**src/include/mac_defs.svh**
```systemverilog
`ifndef MAC_DEFS_SVH
`define MAC_DEFS_SVH

// ==================================================
// floppy image geometry
// ==================================================

// image sizes in 16-bit words, taken from the final download address
// 800k double-sided image
`define MAC_DS_WORDS 409600
// 400k single-sided image
`define MAC_SS_WORDS 204800

// download indexes of the two floppy drives
`define MAC_IDX_INT 8'd1
`define MAC_IDX_EXT 8'd2

// ==================================================
// timing
// ==================================================

// clean clk8 strobes before the machine leaves reset
`define MAC_RST_TICKS 15
// clk_sys cycles a disk access keeps the activity LED lit
`define MAC_ACT_HOLD 500000

// ==================================================
// address map
// ==================================================

// sdram prefix shared by rom and download space
`define MAC_HI_BANK 4'd1
// a23..a21 of the autovector i/o space
`define MAC_IO_HI 3'd7
// function code of an interrupt acknowledge cycle
`define MAC_FC_IACK 4'd7

`endif

```
**src/mac_pkg.sv**
```systemverilog
package mac_pkg;

	// ==================================================
	// data and address widths
	// ==================================================

	// one 16-bit bus word
	typedef logic [15:0] word_t;

	// byte address as delivered by the host loader
	typedef logic [24:0] ioctl_addr_t;

	// word address inside the download window
	typedef logic [20:0] dio_addr_t;

	// byte address from the address controller
	typedef logic [21:0] mem_addr_t;

	// word address on the sdram request port
	typedef logic [24:0] sdram_addr_t;

	// ==================================================
	// configuration and drive masks
	// ==================================================

	// cpu model selector, 0 is the plain 68000
	typedef logic [1:0] cpu_sel_t;

	// one bit per floppy drive, bit 0 internal
	typedef logic [1:0] drive_t;

	// reset sequencer states
	typedef enum logic [1:0] {
		RST_HOLD,
		RST_COUNT,
		RST_RUN
	} rst_state_t;

endpackage

```
**src/mac_reset_seq.sv**
```systemverilog
`timescale 1ns/1ps
`include "mac_defs.svh"

module mac_reset_seq #(
	parameter int unsigned RST_TICKS = `MAC_RST_TICKS
) (
	input  logic              clk_sys,
	input  logic              rst_n,
	input  logic              clk8_en,
	input  logic              pll_locked,
	input  logic              reset_req,
	input  logic              cpu_reset_out_n,
	input  logic              cfg_ram_4mb_in,
	input  logic              cfg_model_se_in,
	input  mac_pkg::cpu_sel_t cfg_cpu_in,
	output logic              sys_rst_n,
	output logic              cfg_ram_4mb,
	output logic              cfg_model_se,
	output mac_pkg::cpu_sel_t cfg_cpu
);
	import mac_pkg::*;

	localparam int CNT_W = $clog2(RST_TICKS + 1);

	rst_state_t       state;
	logic [CNT_W-1:0] cnt;
	logic             rst_src;

	// any of these keeps the machine in reset
	assign rst_src = ~pll_locked | reset_req | ~cpu_reset_out_n;

	// sequencer only advances on clk8 strobes
	always_ff @(posedge clk_sys or negedge rst_n) begin
		if (!rst_n) begin
			state        <= RST_HOLD;
			cnt          <= CNT_W'(RST_TICKS);
			cfg_ram_4mb  <= 1'b0;
			cfg_model_se <= 1'b0;
			cfg_cpu      <= '0;
		end else if (clk8_en) begin
			if (rst_src) begin
				// reload, count restarts once the source goes away
				state <= RST_HOLD;
				cnt   <= CNT_W'(RST_TICKS);
			end else if (cnt != '0) begin
				state        <= RST_COUNT;
				cnt          <= cnt - 1'b1;
				// config follows the osd until the count expires
				cfg_ram_4mb  <= cfg_ram_4mb_in;
				cfg_model_se <= cfg_model_se_in;
				cfg_cpu      <= cfg_cpu_in;
			end else begin
				state <= RST_RUN;
			end
		end
	end

	assign sys_rst_n = (state == RST_RUN);

endmodule

```
**src/mac_dl_bridge.sv**
```systemverilog
`timescale 1ns/1ps

module mac_dl_bridge (
	input  logic                 clk_sys,
	input  logic                 rst_n,
	input  logic                 ioctl_wr,
	input  mac_pkg::ioctl_addr_t ioctl_addr,
	input  mac_pkg::word_t       ioctl_data,
	input  logic [7:0]           ioctl_index,
	input  logic                 dio_bus_ctrl,
	output logic                 ioctl_wait,
	output logic                 dio_write,
	output mac_pkg::dio_addr_t   dio_addr,
	output mac_pkg::word_t       dio_data
);
	import mac_pkg::*;

	dio_addr_t map_addr;
	logic      bus_ctrl_d;
	logic      phase_end;

	// ==================================================
	// address mapping
	// ==================================================

	// host counts bytes, sdram counts words, so bit 0 is dropped
	// floppy images sit above the rom at word 0x80000 and 0x100000
	// index 0 with bit 6 selects the upper rom half
	always_comb begin
		if (ioctl_index[1:0] != 2'b00) begin
			map_addr = {ioctl_index[1:0], ioctl_addr[19:1]};
		end else begin
			map_addr = {2'b00, ioctl_index[6], ioctl_addr[18:1]};
		end
	end

	// capture register
	// a new host write overwrites whatever is pending
	always_ff @(posedge clk_sys) begin
		if (ioctl_wr) begin
			// host sends little endian, 68k wants big endian
			dio_data <= {ioctl_data[7:0], ioctl_data[15:8]};
			dio_addr <= map_addr;
		end
	end

	// ==================================================
	// wait handshake
	// ==================================================

	// bus slot just handed back to the cpu with a write in it
	assign phase_end = bus_ctrl_d & ~dio_bus_ctrl & dio_write;

	always_ff @(posedge clk_sys or negedge rst_n) begin
		if (!rst_n) begin
			ioctl_wait <= 1'b0;
			dio_write  <= 1'b0;
			bus_ctrl_d <= 1'b0;
		end else begin
			bus_ctrl_d <= dio_bus_ctrl;
			// write request only changes outside the download slot
			if (!dio_bus_ctrl) begin
				dio_write <= ioctl_wait;
			end
			if (phase_end) begin
				ioctl_wait <= 1'b0;
			end else if (ioctl_wr) begin
				ioctl_wait <= 1'b1;
			end
		end
	end

endmodule

```
**src/mac_floppy_detect.sv**
```systemverilog
`timescale 1ns/1ps
`include "mac_defs.svh"

module mac_floppy_detect #(
	parameter int unsigned ACT_HOLD = `MAC_ACT_HOLD
) (
	input  logic                 clk_sys,
	input  logic                 rst_n,
	input  logic                 ioctl_download,
	input  logic [7:0]           ioctl_index,
	input  mac_pkg::ioctl_addr_t ioctl_addr,
	input  mac_pkg::drive_t      disk_eject,
	input  mac_pkg::drive_t      disk_act,
	input  mac_pkg::drive_t      disk_motor,
	output mac_pkg::drive_t      disk_inserted,
	output mac_pkg::drive_t      disk_double_sided,
	output logic                 led_user
);
	import mac_pkg::*;

	localparam int HOLD_W = $clog2(ACT_HOLD + 1);

	drive_t            ds_q;
	drive_t            ins_q;
	drive_t            upd;
	logic              dl_d;
	logic              dl_fall;
	logic              img_ds;
	logic              img_ss;
	logic [HOLD_W-1:0] hold_cnt;
	logic              act_q;

	// ==================================================
	// image classification
	// ==================================================

	assign dl_fall = dl_d & ~ioctl_download;
	// last word address equals the image size in words
	assign img_ds  = (ioctl_addr[24:1] == 24'(`MAC_DS_WORDS));
	assign img_ss  = (ioctl_addr[24:1] == 24'(`MAC_SS_WORDS));
	assign upd[0]  = dl_fall & (ioctl_index == `MAC_IDX_INT);
	assign upd[1]  = dl_fall & (ioctl_index == `MAC_IDX_EXT);

	always_ff @(posedge clk_sys or negedge rst_n) begin
		if (!rst_n) begin
			dl_d  <= 1'b0;
			ds_q  <= '0;
			ins_q <= '0;
		end else begin
			dl_d <= ioctl_download;
			for (int i = 0; i < 2; i++) begin
				// eject from the os wins over a finishing download
				if (disk_eject[i]) begin
					ds_q[i]  <= 1'b0;
					ins_q[i] <= 1'b0;
				end else if (upd[i]) begin
					ds_q[i]  <= img_ds;
					ins_q[i] <= img_ds | img_ss;
				end
			end
		end
	end

	// unknown sizes leave both flags clear, drive reads as empty
	assign disk_inserted     = ins_q;
	assign disk_double_sided = ds_q;

	// ==================================================
	// activity led
	// ==================================================

	always_ff @(posedge clk_sys or negedge rst_n) begin
		if (!rst_n) begin
			hold_cnt <= '0;
			act_q    <= 1'b0;
		end else begin
			act_q <= (hold_cnt != '0);
			// any access restarts the hold window
			if (|disk_act) begin
				hold_cnt <= HOLD_W'(ACT_HOLD);
			end else if (hold_cnt != '0) begin
				hold_cnt <= hold_cnt - 1'b1;
			end
		end
	end

	// led blinks against the motor while data moves
	assign led_user = ioctl_download | (act_q ^ (|disk_motor));

endmodule

```
**src/mac_mem_arbiter.sv**
```systemverilog
`timescale 1ns/1ps
`include "mac_defs.svh"

module mac_mem_arbiter (
	input  logic                 ioctl_download,
	input  logic                 dio_bus_ctrl,
	input  logic                 dio_write,
	input  mac_pkg::dio_addr_t   dio_addr,
	input  mac_pkg::word_t       dio_data,
	input  logic                 rom_oe_n,
	input  logic                 ram_oe_n,
	input  logic                 ram_we_n,
	input  logic                 mem_uds_n,
	input  logic                 mem_lds_n,
	input  mac_pkg::mem_addr_t   mem_addr,
	input  mac_pkg::word_t       mem_wdata,
	input  mac_pkg::drive_t      dsk_ack,
	input  logic                 cfg_model_se,
	input  mac_pkg::word_t       sdram_rdata,
	output mac_pkg::sdram_addr_t sdram_addr,
	output mac_pkg::word_t       sdram_wdata,
	output logic [1:0]           sdram_be,
	output logic                 sdram_we,
	output logic                 sdram_oe,
	output mac_pkg::word_t       cpu_rdata
);
	import mac_pkg::*;

	logic  dl_cycle;
	logic  dsk_rd;
	word_t dsk_byte;

	// download owns the port only inside its own bus slot
	assign dl_cycle = ioctl_download & dio_bus_ctrl;
	// either drive fetching from its image
	assign dsk_rd   = |dsk_ack;

	// ==================================================
	// request mux
	// ==================================================

	always_comb begin
		if (dl_cycle) begin
			sdram_addr = {`MAC_HI_BANK, dio_addr};
		end else if (!rom_oe_n) begin
			// plus and se roms live side by side in the high bank
			sdram_addr = {`MAC_HI_BANK, 2'b00, cfg_model_se, mem_addr[18:1]};
		end else begin
			// ram below, disk images in the upper 4M words
			sdram_addr = {3'b000, dsk_rd, mem_addr[21:1]};
		end
	end

	assign sdram_wdata = dl_cycle ? dio_data : mem_wdata;
	// download always writes whole words
	assign sdram_be    = dl_cycle ? 2'b11 : {~mem_uds_n, ~mem_lds_n};
	assign sdram_we    = dl_cycle ? dio_write : ~ram_we_n;
	assign sdram_oe    = dl_cycle ? 1'b0 : (~ram_oe_n | ~rom_oe_n | dsk_rd);

	// ==================================================
	// read return
	// ==================================================

	// disk controller expects bytes, pick one and copy it to both lanes
	assign dsk_byte = mem_addr[0] ? {2{sdram_rdata[7:0]}} : {2{sdram_rdata[15:8]}};

	always_comb begin
		if (dl_cycle) begin
			// all ones keeps the screen black while loading
			cpu_rdata = 16'hffff;
		end else if (dsk_rd) begin
			cpu_rdata = dsk_byte;
		end else begin
			cpu_rdata = sdram_rdata;
		end
	end

endmodule

```
**src/mac_bus_ctrl.sv**
```systemverilog
`timescale 1ns/1ps
`include "mac_defs.svh"

module mac_bus_ctrl (
	input  logic       clk_sys,
	input  logic       rst_n,
	input  logic       sys_rst_n,
	input  logic       cpu_as_n,
	input  logic [3:0] cpu_fc,
	input  logic [2:0] cpu_addr_hi,
	input  logic       cpu_bus_ctrl,
	input  logic       sel_rom,
	input  logic       sel_ram,
	input  logic       turbo,
	output logic       vpa_n,
	output logic       dtack_n
);
	logic io_space;
	logic bus_ctrl_d;
	logic bus_ctrl_rise;
	logic turbo_dtack_en;

	// top 2M of the 68k map, peripherals answer with vpa
	assign io_space      = (cpu_addr_hi == `MAC_IO_HI);
	assign bus_ctrl_rise = ~bus_ctrl_d & cpu_bus_ctrl;

	// ==================================================
	// vpa and dtack
	// ==================================================

	// interrupt acknowledge is autovectored
	assign vpa_n   = ~((cpu_fc == `MAC_FC_IACK) | (~cpu_as_n & io_space));
	// in turbo the cpu can run ahead of its memory slot
	// so dtack waits for the enable
	assign dtack_n = ~(~cpu_as_n & ~io_space & (~turbo | turbo_dtack_en));

	always_ff @(posedge clk_sys or negedge rst_n) begin
		if (!rst_n) begin
			bus_ctrl_d     <= 1'b0;
			turbo_dtack_en <= 1'b0;
		end else begin
			bus_ctrl_d <= cpu_bus_ctrl;
			if (!sys_rst_n || cpu_as_n) begin
				turbo_dtack_en <= 1'b0;
			end else if (bus_ctrl_rise || (!sel_rom && !sel_ram)) begin
				// slot arrived, or no memory behind this access
				turbo_dtack_en <= 1'b1;
			end
		end
	end

endmodule

```
**src/mac_core_top.sv**
```systemverilog
`timescale 1ns/1ps
`include "mac_defs.svh"

module mac_core_top #(
	parameter int unsigned RST_TICKS = `MAC_RST_TICKS,
	parameter int unsigned ACT_HOLD  = `MAC_ACT_HOLD
) (
	input  logic                 clk_sys,
	input  logic                 rst_n,
	// reset and configuration
	input  logic                 clk8_en,
	input  logic                 pll_locked,
	input  logic                 reset_req,
	input  logic                 cpu_reset_out_n,
	input  logic                 cfg_ram_4mb_in,
	input  logic                 cfg_model_se_in,
	input  mac_pkg::cpu_sel_t    cfg_cpu_in,
	output logic                 sys_rst_n,
	output logic                 cfg_ram_4mb,
	output logic                 cfg_model_se,
	output mac_pkg::cpu_sel_t    cfg_cpu,
	// host download
	input  logic                 ioctl_download,
	input  logic                 ioctl_wr,
	input  mac_pkg::ioctl_addr_t ioctl_addr,
	input  mac_pkg::word_t       ioctl_data,
	input  logic [7:0]           ioctl_index,
	input  logic                 dio_bus_ctrl,
	output logic                 ioctl_wait,
	// floppy
	input  mac_pkg::drive_t      disk_eject,
	input  mac_pkg::drive_t      disk_act,
	input  mac_pkg::drive_t      disk_motor,
	output mac_pkg::drive_t      disk_inserted,
	output mac_pkg::drive_t      disk_double_sided,
	output logic                 led_user,
	// memory cycles from the address controller
	input  logic                 rom_oe_n,
	input  logic                 ram_oe_n,
	input  logic                 ram_we_n,
	input  logic                 mem_uds_n,
	input  logic                 mem_lds_n,
	input  mac_pkg::mem_addr_t   mem_addr,
	input  mac_pkg::word_t       mem_wdata,
	input  mac_pkg::drive_t      dsk_ack,
	input  mac_pkg::word_t       sdram_rdata,
	output mac_pkg::sdram_addr_t sdram_addr,
	output mac_pkg::word_t       sdram_wdata,
	output logic [1:0]           sdram_be,
	output logic                 sdram_we,
	output logic                 sdram_oe,
	output mac_pkg::word_t       cpu_rdata,
	// cpu bus
	input  logic                 cpu_as_n,
	input  logic [3:0]           cpu_fc,
	input  logic [2:0]           cpu_addr_hi,
	input  logic                 cpu_bus_ctrl,
	input  logic                 sel_rom,
	input  logic                 sel_ram,
	input  logic                 turbo,
	output logic                 vpa_n,
	output logic                 dtack_n
);
	import mac_pkg::*;

	// download bridge to arbiter
	logic      dio_write;
	dio_addr_t dio_addr;
	word_t     dio_data;

	mac_reset_seq #(.RST_TICKS(RST_TICKS)) i_reset_seq (
		.clk_sys, .rst_n, .clk8_en, .pll_locked, .reset_req, .cpu_reset_out_n,
		.cfg_ram_4mb_in, .cfg_model_se_in, .cfg_cpu_in,
		.sys_rst_n, .cfg_ram_4mb, .cfg_model_se, .cfg_cpu
	);

	mac_dl_bridge i_dl_bridge (
		.clk_sys, .rst_n, .ioctl_wr, .ioctl_addr, .ioctl_data, .ioctl_index,
		.dio_bus_ctrl, .ioctl_wait, .dio_write, .dio_addr, .dio_data
	);

	mac_floppy_detect #(.ACT_HOLD(ACT_HOLD)) i_floppy_detect (
		.clk_sys, .rst_n, .ioctl_download, .ioctl_index, .ioctl_addr,
		.disk_eject, .disk_act, .disk_motor,
		.disk_inserted, .disk_double_sided, .led_user
	);

	// purely combinational, same cycle as the request
	mac_mem_arbiter i_mem_arbiter (
		.ioctl_download, .dio_bus_ctrl, .dio_write, .dio_addr, .dio_data,
		.rom_oe_n, .ram_oe_n, .ram_we_n, .mem_uds_n, .mem_lds_n,
		.mem_addr, .mem_wdata, .dsk_ack, .cfg_model_se, .sdram_rdata,
		.sdram_addr, .sdram_wdata, .sdram_be, .sdram_we, .sdram_oe, .cpu_rdata
	);

	mac_bus_ctrl i_bus_ctrl (
		.clk_sys, .rst_n, .sys_rst_n, .cpu_as_n, .cpu_fc, .cpu_addr_hi,
		.cpu_bus_ctrl, .sel_rom, .sel_ram, .turbo, .vpa_n, .dtack_n
	);

endmodule

```
**config.mk**
```make
export PLATFORM = sky130hd
export DESIGN_NAME = mac_core_top
export DESIGN_NICKNAME = d
export VERILOG_FILES = /design/src/mac_pkg.sv /design/src/mac_reset_seq.sv /design/src/mac_dl_bridge.sv /design/src/mac_floppy_detect.sv /design/src/mac_mem_arbiter.sv /design/src/mac_bus_ctrl.sv /design/src/mac_core_top.sv
export VERILOG_INCLUDE_DIRS = /design/src /design/src/include
export SDC_FILE = /design/constraint.sdc
export NUM_CORES = 1
export LEC_CHECK = 0
export ABC_CLOCK_PERIOD_IN_PS = 3000
export BUFFER_PORTS_ARGS = -buffer_cell sky130_fd_sc_hd__buf_4
export CAP_MARGIN = 20
export CORE_MARGIN = 1
export CORE_UTILIZATION = 35
export CTS_CLUSTER_SIZE = 14
export DETAILED_ROUTE_END_ITERATION = 10
export PLACE_DENSITY = 0.65
export SLEW_MARGIN = 10
export SYNTH_ARGS = -nofsm -noshare
export SYNTH_HDL_FRONTEND = slang
export SYNTH_SLANG_ARGS = --single-unit
```
**constraint.sdc**
```tcl
create_clock -name clk_sys -period 3 [get_ports clk_sys]
set_clock_uncertainty 0.1 [all_clocks]
set_input_delay 0.45 -clock clk_sys [delete_from_list [all_inputs] [get_ports clk_sys]]
set_output_delay 0.45 -clock clk_sys [all_outputs]
set_load 0.005 [all_outputs]
```
## Word-level counts from Yosys, hierarchy flattened

Cells that the tools add are included.

- Bits in writable memories: 0
- ROM bits: 0
- Bits in latches: 0
- Memories: 0
- Flip-flop bits (word level): 77

- Shifts and indexed selects: 0
- $lt $le $gt $ge: 0
- Reduce and logical (&&, ||, !) cells: 20
- Divide/modulo/power cells: 0
- Bitwise logic cells: 35
- Add/sub/neg operators: 2
- $mul: 0
- Multiplexer cells: 28
- Equality and inequality tests: 7

Operators by type and width:

| kind | number |
|---|---|
| 16-bit 2-to-1 mux | 4 |
| 19-bit 2-to-1 mux | 3 |
| 25-bit 2-to-1 mux | 1 |
| 24-bit by 18-bit equality test with 1-bit output, second input constant | 1 |
| 24-bit by 19-bit equality test with 1-bit output, second input constant | 1 |
| 22-bit 2-to-1 mux | 1 |
| 19-bit nonzero test | 1 |
| 19-bit by 1-bit subtractor with 19-bit output, second input constant | 1 |
| 1-bit inverter | 16 |
| 1-bit 2-to-1 mux | 14 |
| 2-bit nonzero test | 7 |
| 1-bit bitwise AND | 10 |
| 8-bit by 1-bit equality test with 1-bit output, second input constant | 1 |
| 8-bit by 2-bit equality test with 1-bit output, second input constant | 1 |
| 4-bit 2-to-1 mux | 2 |
| 1-bit OR | 8 |
| 2-bit 2-to-1 mux | 3 |
| 2-bit OR reduction | 3 |
| 4-bit by 3-bit equality test with 1-bit output, second input constant | 1 |
| 4-bit nonzero test | 1 |
| 4-bit by 1-bit subtractor with 4-bit output, second input constant | 1 |
| 3-bit equality test, second input constant | 1 |
| 1-bit zero test | 3 |
| 3-bit AND reduction | 1 |
| 5 further kinds | 6 |

## Depth between registers and ports, before layout

- Depth after elaboration: 5
- Gate-level depth with buffers: 7
- Gate-level depth less buffers: 6

## By module

A second synthesis with hierarchy kept.

- Cells, all modules: 352
- Area total of the unflattened synthesis: 4181.5 um^2

Modules (own cells, without submodules):

| module | area an instance (um^2) | seq. area each (um^2) | times used | cells an instance |
|---|---|---|---|---|
| mac_floppy_detect | 1433.9 | 625.6 | 1 | 154 |
| mac_dl_bridge | 1232.4 | 1186.1 | 1 | 47 |
| mac_mem_arbiter | 893.4 | 0.0 | 1 | 99 |
| mac_reset_seq | 515.5 | 255.2 | 1 | 41 |
| mac_bus_ctrl | 106.4 | 50.0 | 1 | 11 |

## Worst setup path before layout

OpenSTA, ideal clock, no wires.

- Kind: reg2reg
- Start point: register i_floppy_detect.hold_cnt[12]
- End point: register i_floppy_detect.hold_cnt[16]
- Stages on the path, launching flop included: 6
- Required time: 2.831 ns
- Buffers on the path: 1
- Arrival time: 2.099 ns
- Path slack: 0.733 ns
- Path through: dfrtp_1 > or4_1 > buf_2 > or4_4 > or4_1 > nand3_1

- Longest elaborated chain between the ends: 3

RTL lines:

| what | line | text |
|---|---|---|
| start: declaration | mac_floppy_detect.sv:30 | `logic [HOLD_W-1:0] hold_cnt;` |
| start signal: assignment | mac_floppy_detect.sv:80 | `hold_cnt <= HOLD_W'(ACT_HOLD);` |
| start signal: assignment | mac_floppy_detect.sv:82 | `hold_cnt <= hold_cnt - 1'b1;` |
| 19-bit by 1-bit subtractor with 19-bit output | mac_floppy_detect.sv:82 |  |
| 19-bit 2-to-1 mux | mac_floppy_detect.sv:81 | `end else if (hold_cnt != '0) begin` |
| 19-bit 2-to-1 mux | mac_floppy_detect.sv:79 | `if (\|disk_act) begin` |

Parallel ways exist; a longest one is shown, timed or not. The select of a mux whose other input is x is not followed.
A chain may end at the register's enable or synchronous reset.

## Final worst setup path

- Start point: register i_floppy_detect.hold_cnt[13]
- End point: register i_floppy_detect.hold_cnt[16]

The elaborated chain is that of the path after synthesis.

==> reports/qor.yml <==
postCtsResizedCells: 0
initial_core_util_pct: 36.3
setup_viol_count_final: 0
port-buffer-count: 210
setup_tns_ns: 0
cp-endpoint: "i_floppy_detect.hold_cnt[16]"
final-seq-area_mm2: 0.00212
report.final.slew_viol_count: 0
hold_viol: 10
netlist_area_before_placement_mm2: 0.00399
synth_seq_cells: 77
floorplan_core_area_mm2: 0.0110
number_of_antenna_violations_at_the_first_check_in_global_routing: 0
cts_inserted_buffers: 9
die_h_um: 109
start_kind: "register"
holdCritPathClass: "input port to async pin"
hold_slack_ns: -0.0150
p_leak_nw: 2.66
synth.yosys.seq_area_share_pct: 53.1
powerDensity_mw_per_mm2: 487
detailedPlace.worstSlack_ns: 0.596
max_cap_viol_count: 0
detail_route.wirelength_mm: 11.3
worstPathMaxFanout: 8
worstMarginPinSlew_ns: 0.720
internal_reg_to_reg_setup_slack_ns: 0.57
max-slew-margin-rel_pct: 51.5
fillerInstances: 979
worstReg2RegStart: "i_floppy_detect.hold_cnt[13]"
multi_input_area_mm2: 0.00176
drcViolationCount: 0
clkTransAtPathRegs_ns: 0.06
max-clock-path-buffers: 2
final_antenna_net_count: 0
syn_inst: 370
crit_start: "i_floppy_detect.hold_cnt[13]"
routed_via_density: 5.01
num-nets-final: 720
synth.lib_cells_used.distinct: 51
ir_drop_mv: 0.325
share_of_post_route_cells_with_drive_strength_above_1_pct: 48.1
synth.yosys.warnings: 0
synth_edf_count: 37
row_count: 38
maximum_number_of_pins_on_one_net_before_global_route_repair: 41
end_kind: "register"
gp_congestion: 0.795
grt.overflow.total: 0
setup_ws_ns: 0.575
r2r-end: "i_floppy_detect.hold_cnt[16]"
cts.hold.buffers_added: 0
initialDrtViolationCount: 223
via_count: 3616
path_class: "register to register"
yosys_most_used_dff: "sky130_fd_sc_hd__edfxtp_1"
cts.sinks: 77
post-route-min-period_ns: 2.43
async_flop_share_pct: 51.9
dieArea_mm2: 0.0118
grt_pass1_vias: 3332
ff2ff_path_depth: 4
setup_repair_after_global_routing_missed_its_margin: "no"
global_route.usage.total_pct: 18.4
critical_path_arrival_ns: 2.59
clk_root_buffer_cell: "sky130_fd_sc_hd__clkbuf_16"
insertion_delay_ns: 0.33
overall_power_mw: 2.93
tritoncts_clock_tree: "built"
layout-area-overhead-vs-synth_pct: 50.8
violated_checks: "negative hold slack"
result_of_the_run: "finished, violations left"
syn-mean-instance-area_um2: 10.8
post-route-period-util_pct: 80.8
drtPass1Iterations: 4
htree_num_levels: 3
fp.dieW_um: 109
grt_pass1_wl_mm: 16.5
n_antenna_cell: 0
worst-endpoint-required_ns: 3.16
dpl.hpwl_mm: 8.74
design.portCount: 215
drt-wirelength-per-cell_um: 15.6
max_freq_ghz: 0.412
post_cts.repair.setup_buffers: 0
-- registers in the layout, summed over array words and instances, names as in the netlist, 2 cells and up --
signal and count:
i_dl_bridge.dio_addr 21, i_dl_bridge.dio_data 16, i_floppy_detect.disk_double_sided 2, i_floppy_detect.disk_inserted 2, i_floppy_detect.hold_cnt 19, i_reset_seq.cfg_cpu 2, i_reset_seq.cnt 4, i_reset_seq.state 2
-- worst max-delay path, cell delays in order (launching register included) --
cell                      delay (ns)
sky130_fd_sc_hd__dfrtp_1        0.39
sky130_fd_sc_hd__or4_1          0.68
sky130_fd_sc_hd__or4_4          0.58
sky130_fd_sc_hd__or4_1          0.52
sky130_fd_sc_hd__nand3_1        0.09
-- power by group --
part / leakage [nW] / switching, mW / internal (mW) / total (mW)
sequential: 0.840 / 0.0343 / 1.19 / 1.22
combinational: 1.66 / 0.205 / 0.311 / 0.516
clock: 0.156 / 0.447 / 0.743 / 1.19
total: 2.66 / 0.686 / 2.24 / 2.93
-- metal layers --
| metal | routed length (µm) | global-route usage (%) | part of all wire [%] | vias to the layer above |
|---|---|---|---|---|
| met4 | 57 | 3.86 | 0.50 | 0 |
| li1 | - | - | - | 1782 |
| met3 | 852 | 5.32 | 7.5 | 6 |
| met1 | 4570 | 22.4 | 40 | 1699 |
| met2 | 5810 | 32.1 | 51 | 129 |
| met5 | 0 | 0 | 0 | - |
-- stage by stage --
| stage | util [%] | area, µm² | cells |
|---|---|---|---|
| 5_1_grt | 54.8 | 6010 | 722 |
| 2_1_floorplan | - | 4000 | 372 |
| 3_5_place_dp | 51.7 | 5680 | 706 |
| 3_3_place_gp | 51.7 | 5680 | 706 |
| 6_report | 54.8 | 6010 | 722 |
| 4_1_cts | 54.8 | 6010 | 722 |
-- cell usage in the layout (no fill, tap or decap), types with 3 or more instances in the layout --
master	instances
sky130_fd_sc_hd__and2_1	4
sky130_fd_sc_hd__mux2_2	41
sky130_fd_sc_hd__inv_1	10
sky130_fd_sc_hd__or2_2	4
sky130_fd_sc_hd__nand4b_1	4
sky130_fd_sc_hd__nand2_1	59
sky130_fd_sc_hd__conb_1	3
sky130_fd_sc_hd__dfstp_2	4
sky130_fd_sc_hd__nand4_1	4
sky130_fd_sc_hd__nand3_1	21
sky130_fd_sc_hd__clkbuf_16	9
sky130_fd_sc_hd__buf_4	212
sky130_fd_sc_hd__or4_1	10
sky130_fd_sc_hd__o31ai_1	5
sky130_fd_sc_hd__or3_1	7
sky130_fd_sc_hd__a21oi_1	16
sky130_fd_sc_hd__edfxtp_1	37
sky130_fd_sc_hd__dfrtp_1	36
sky130_fd_sc_hd__nor4_1	7
sky130_fd_sc_hd__o21ai_0	11
sky130_fd_sc_hd__mux2i_1	8
sky130_fd_sc_hd__nor2_1	16
sky130_fd_sc_hd__nor3_1	5
sky130_fd_sc_hd__and4b_1	3
sky130_fd_sc_hd__nor4b_1	4
sky130_fd_sc_hd__a31oi_1	3
-- worst min-delay path by stage --
stage	endpoint	slack, ns	depth (start not counted)
finish	i_reset_seq.cfg_ram_4mb	-0.01	1
global route	i_reset_seq.cfg_ram_4mb	0.03	1
detailed placement	i_reset_seq.cfg_ram_4mb	0.36	1
floorplan	i_bus_ctrl.bus_ctrl_d	0.05	0
CTS	i_reset_seq.cfg_cpu[0]	0.005	1
global placement	i_reset_seq.cfg_ram_4mb	0.36	1
-- final cells by class --
cell class              count  area share [%]
clock inverters             7            1.77
clock buffers               9            3.75
multi-input cells         267            29.3
well taps                 140            2.91
repair buffers            212            26.5
flip-flops and latches     77            35.2
inverters                  10           0.624
-- cells by family after synthesis --
logic type                 share of synthesized area, %
AOI/OAI and AO/OA                                  7.50
DFF                                                53.1
adders and majority gates                         0.627
xor gates and xnor gates                          0.439
muxes                                              13.6
other                                            0.0940
buffers and inverters                              2.95
and+or+nand+nor                                    21.7
-- synth_stat cells, types with 3 or more instances --
| master | number | area [µm²] |
|---|---|---|
| sky130_fd_sc_hd__nor3_1 | 5 | 25.0 |
| sky130_fd_sc_hd__nand2_1 | 59 | 221 |
| sky130_fd_sc_hd__edfxtp_1 | 37 | 1110 |
| sky130_fd_sc_hd__o21ai_0 | 11 | 55.1 |
| sky130_fd_sc_hd__and4b_1 | 3 | 30.0 |
| sky130_fd_sc_hd__or3_1 | 7 | 43.8 |
| sky130_fd_sc_hd__or4_1 | 10 | 75.1 |
| sky130_fd_sc_hd__buf_4 | 3 | 22.5 |
| sky130_fd_sc_hd__nor2_1 | 16 | 60.1 |
| sky130_fd_sc_hd__dfstp_2 | 4 | 105 |
| sky130_fd_sc_hd__nand4b_1 | 4 | 35.0 |
| sky130_fd_sc_hd__nor4b_1 | 4 | 35.0 |
| sky130_fd_sc_hd__mux2_2 | 41 | 462 |
| sky130_fd_sc_hd__dfrtp_1 | 36 | 901 |
| sky130_fd_sc_hd__nand4_1 | 4 | 25.0 |
| sky130_fd_sc_hd__or2_2 | 4 | 25.0 |
| sky130_fd_sc_hd__and2_1 | 4 | 25.0 |
| sky130_fd_sc_hd__o31ai_1 | 5 | 37.5 |
| sky130_fd_sc_hd__clkbuf_1 | 13 | 48.8 |
| sky130_fd_sc_hd__inv_1 | 10 | 37.5 |
| sky130_fd_sc_hd__nand3_1 | 21 | 105 |
| sky130_fd_sc_hd__nor4_1 | 7 | 43.8 |
| sky130_fd_sc_hd__mux2i_1 | 8 | 80.1 |
| sky130_fd_sc_hd__a21oi_1 | 16 | 80.1 |
| sky130_fd_sc_hd__a31oi_1 | 3 | 18.8 |
No activity file was read; power rests on OpenSTA's default activity.
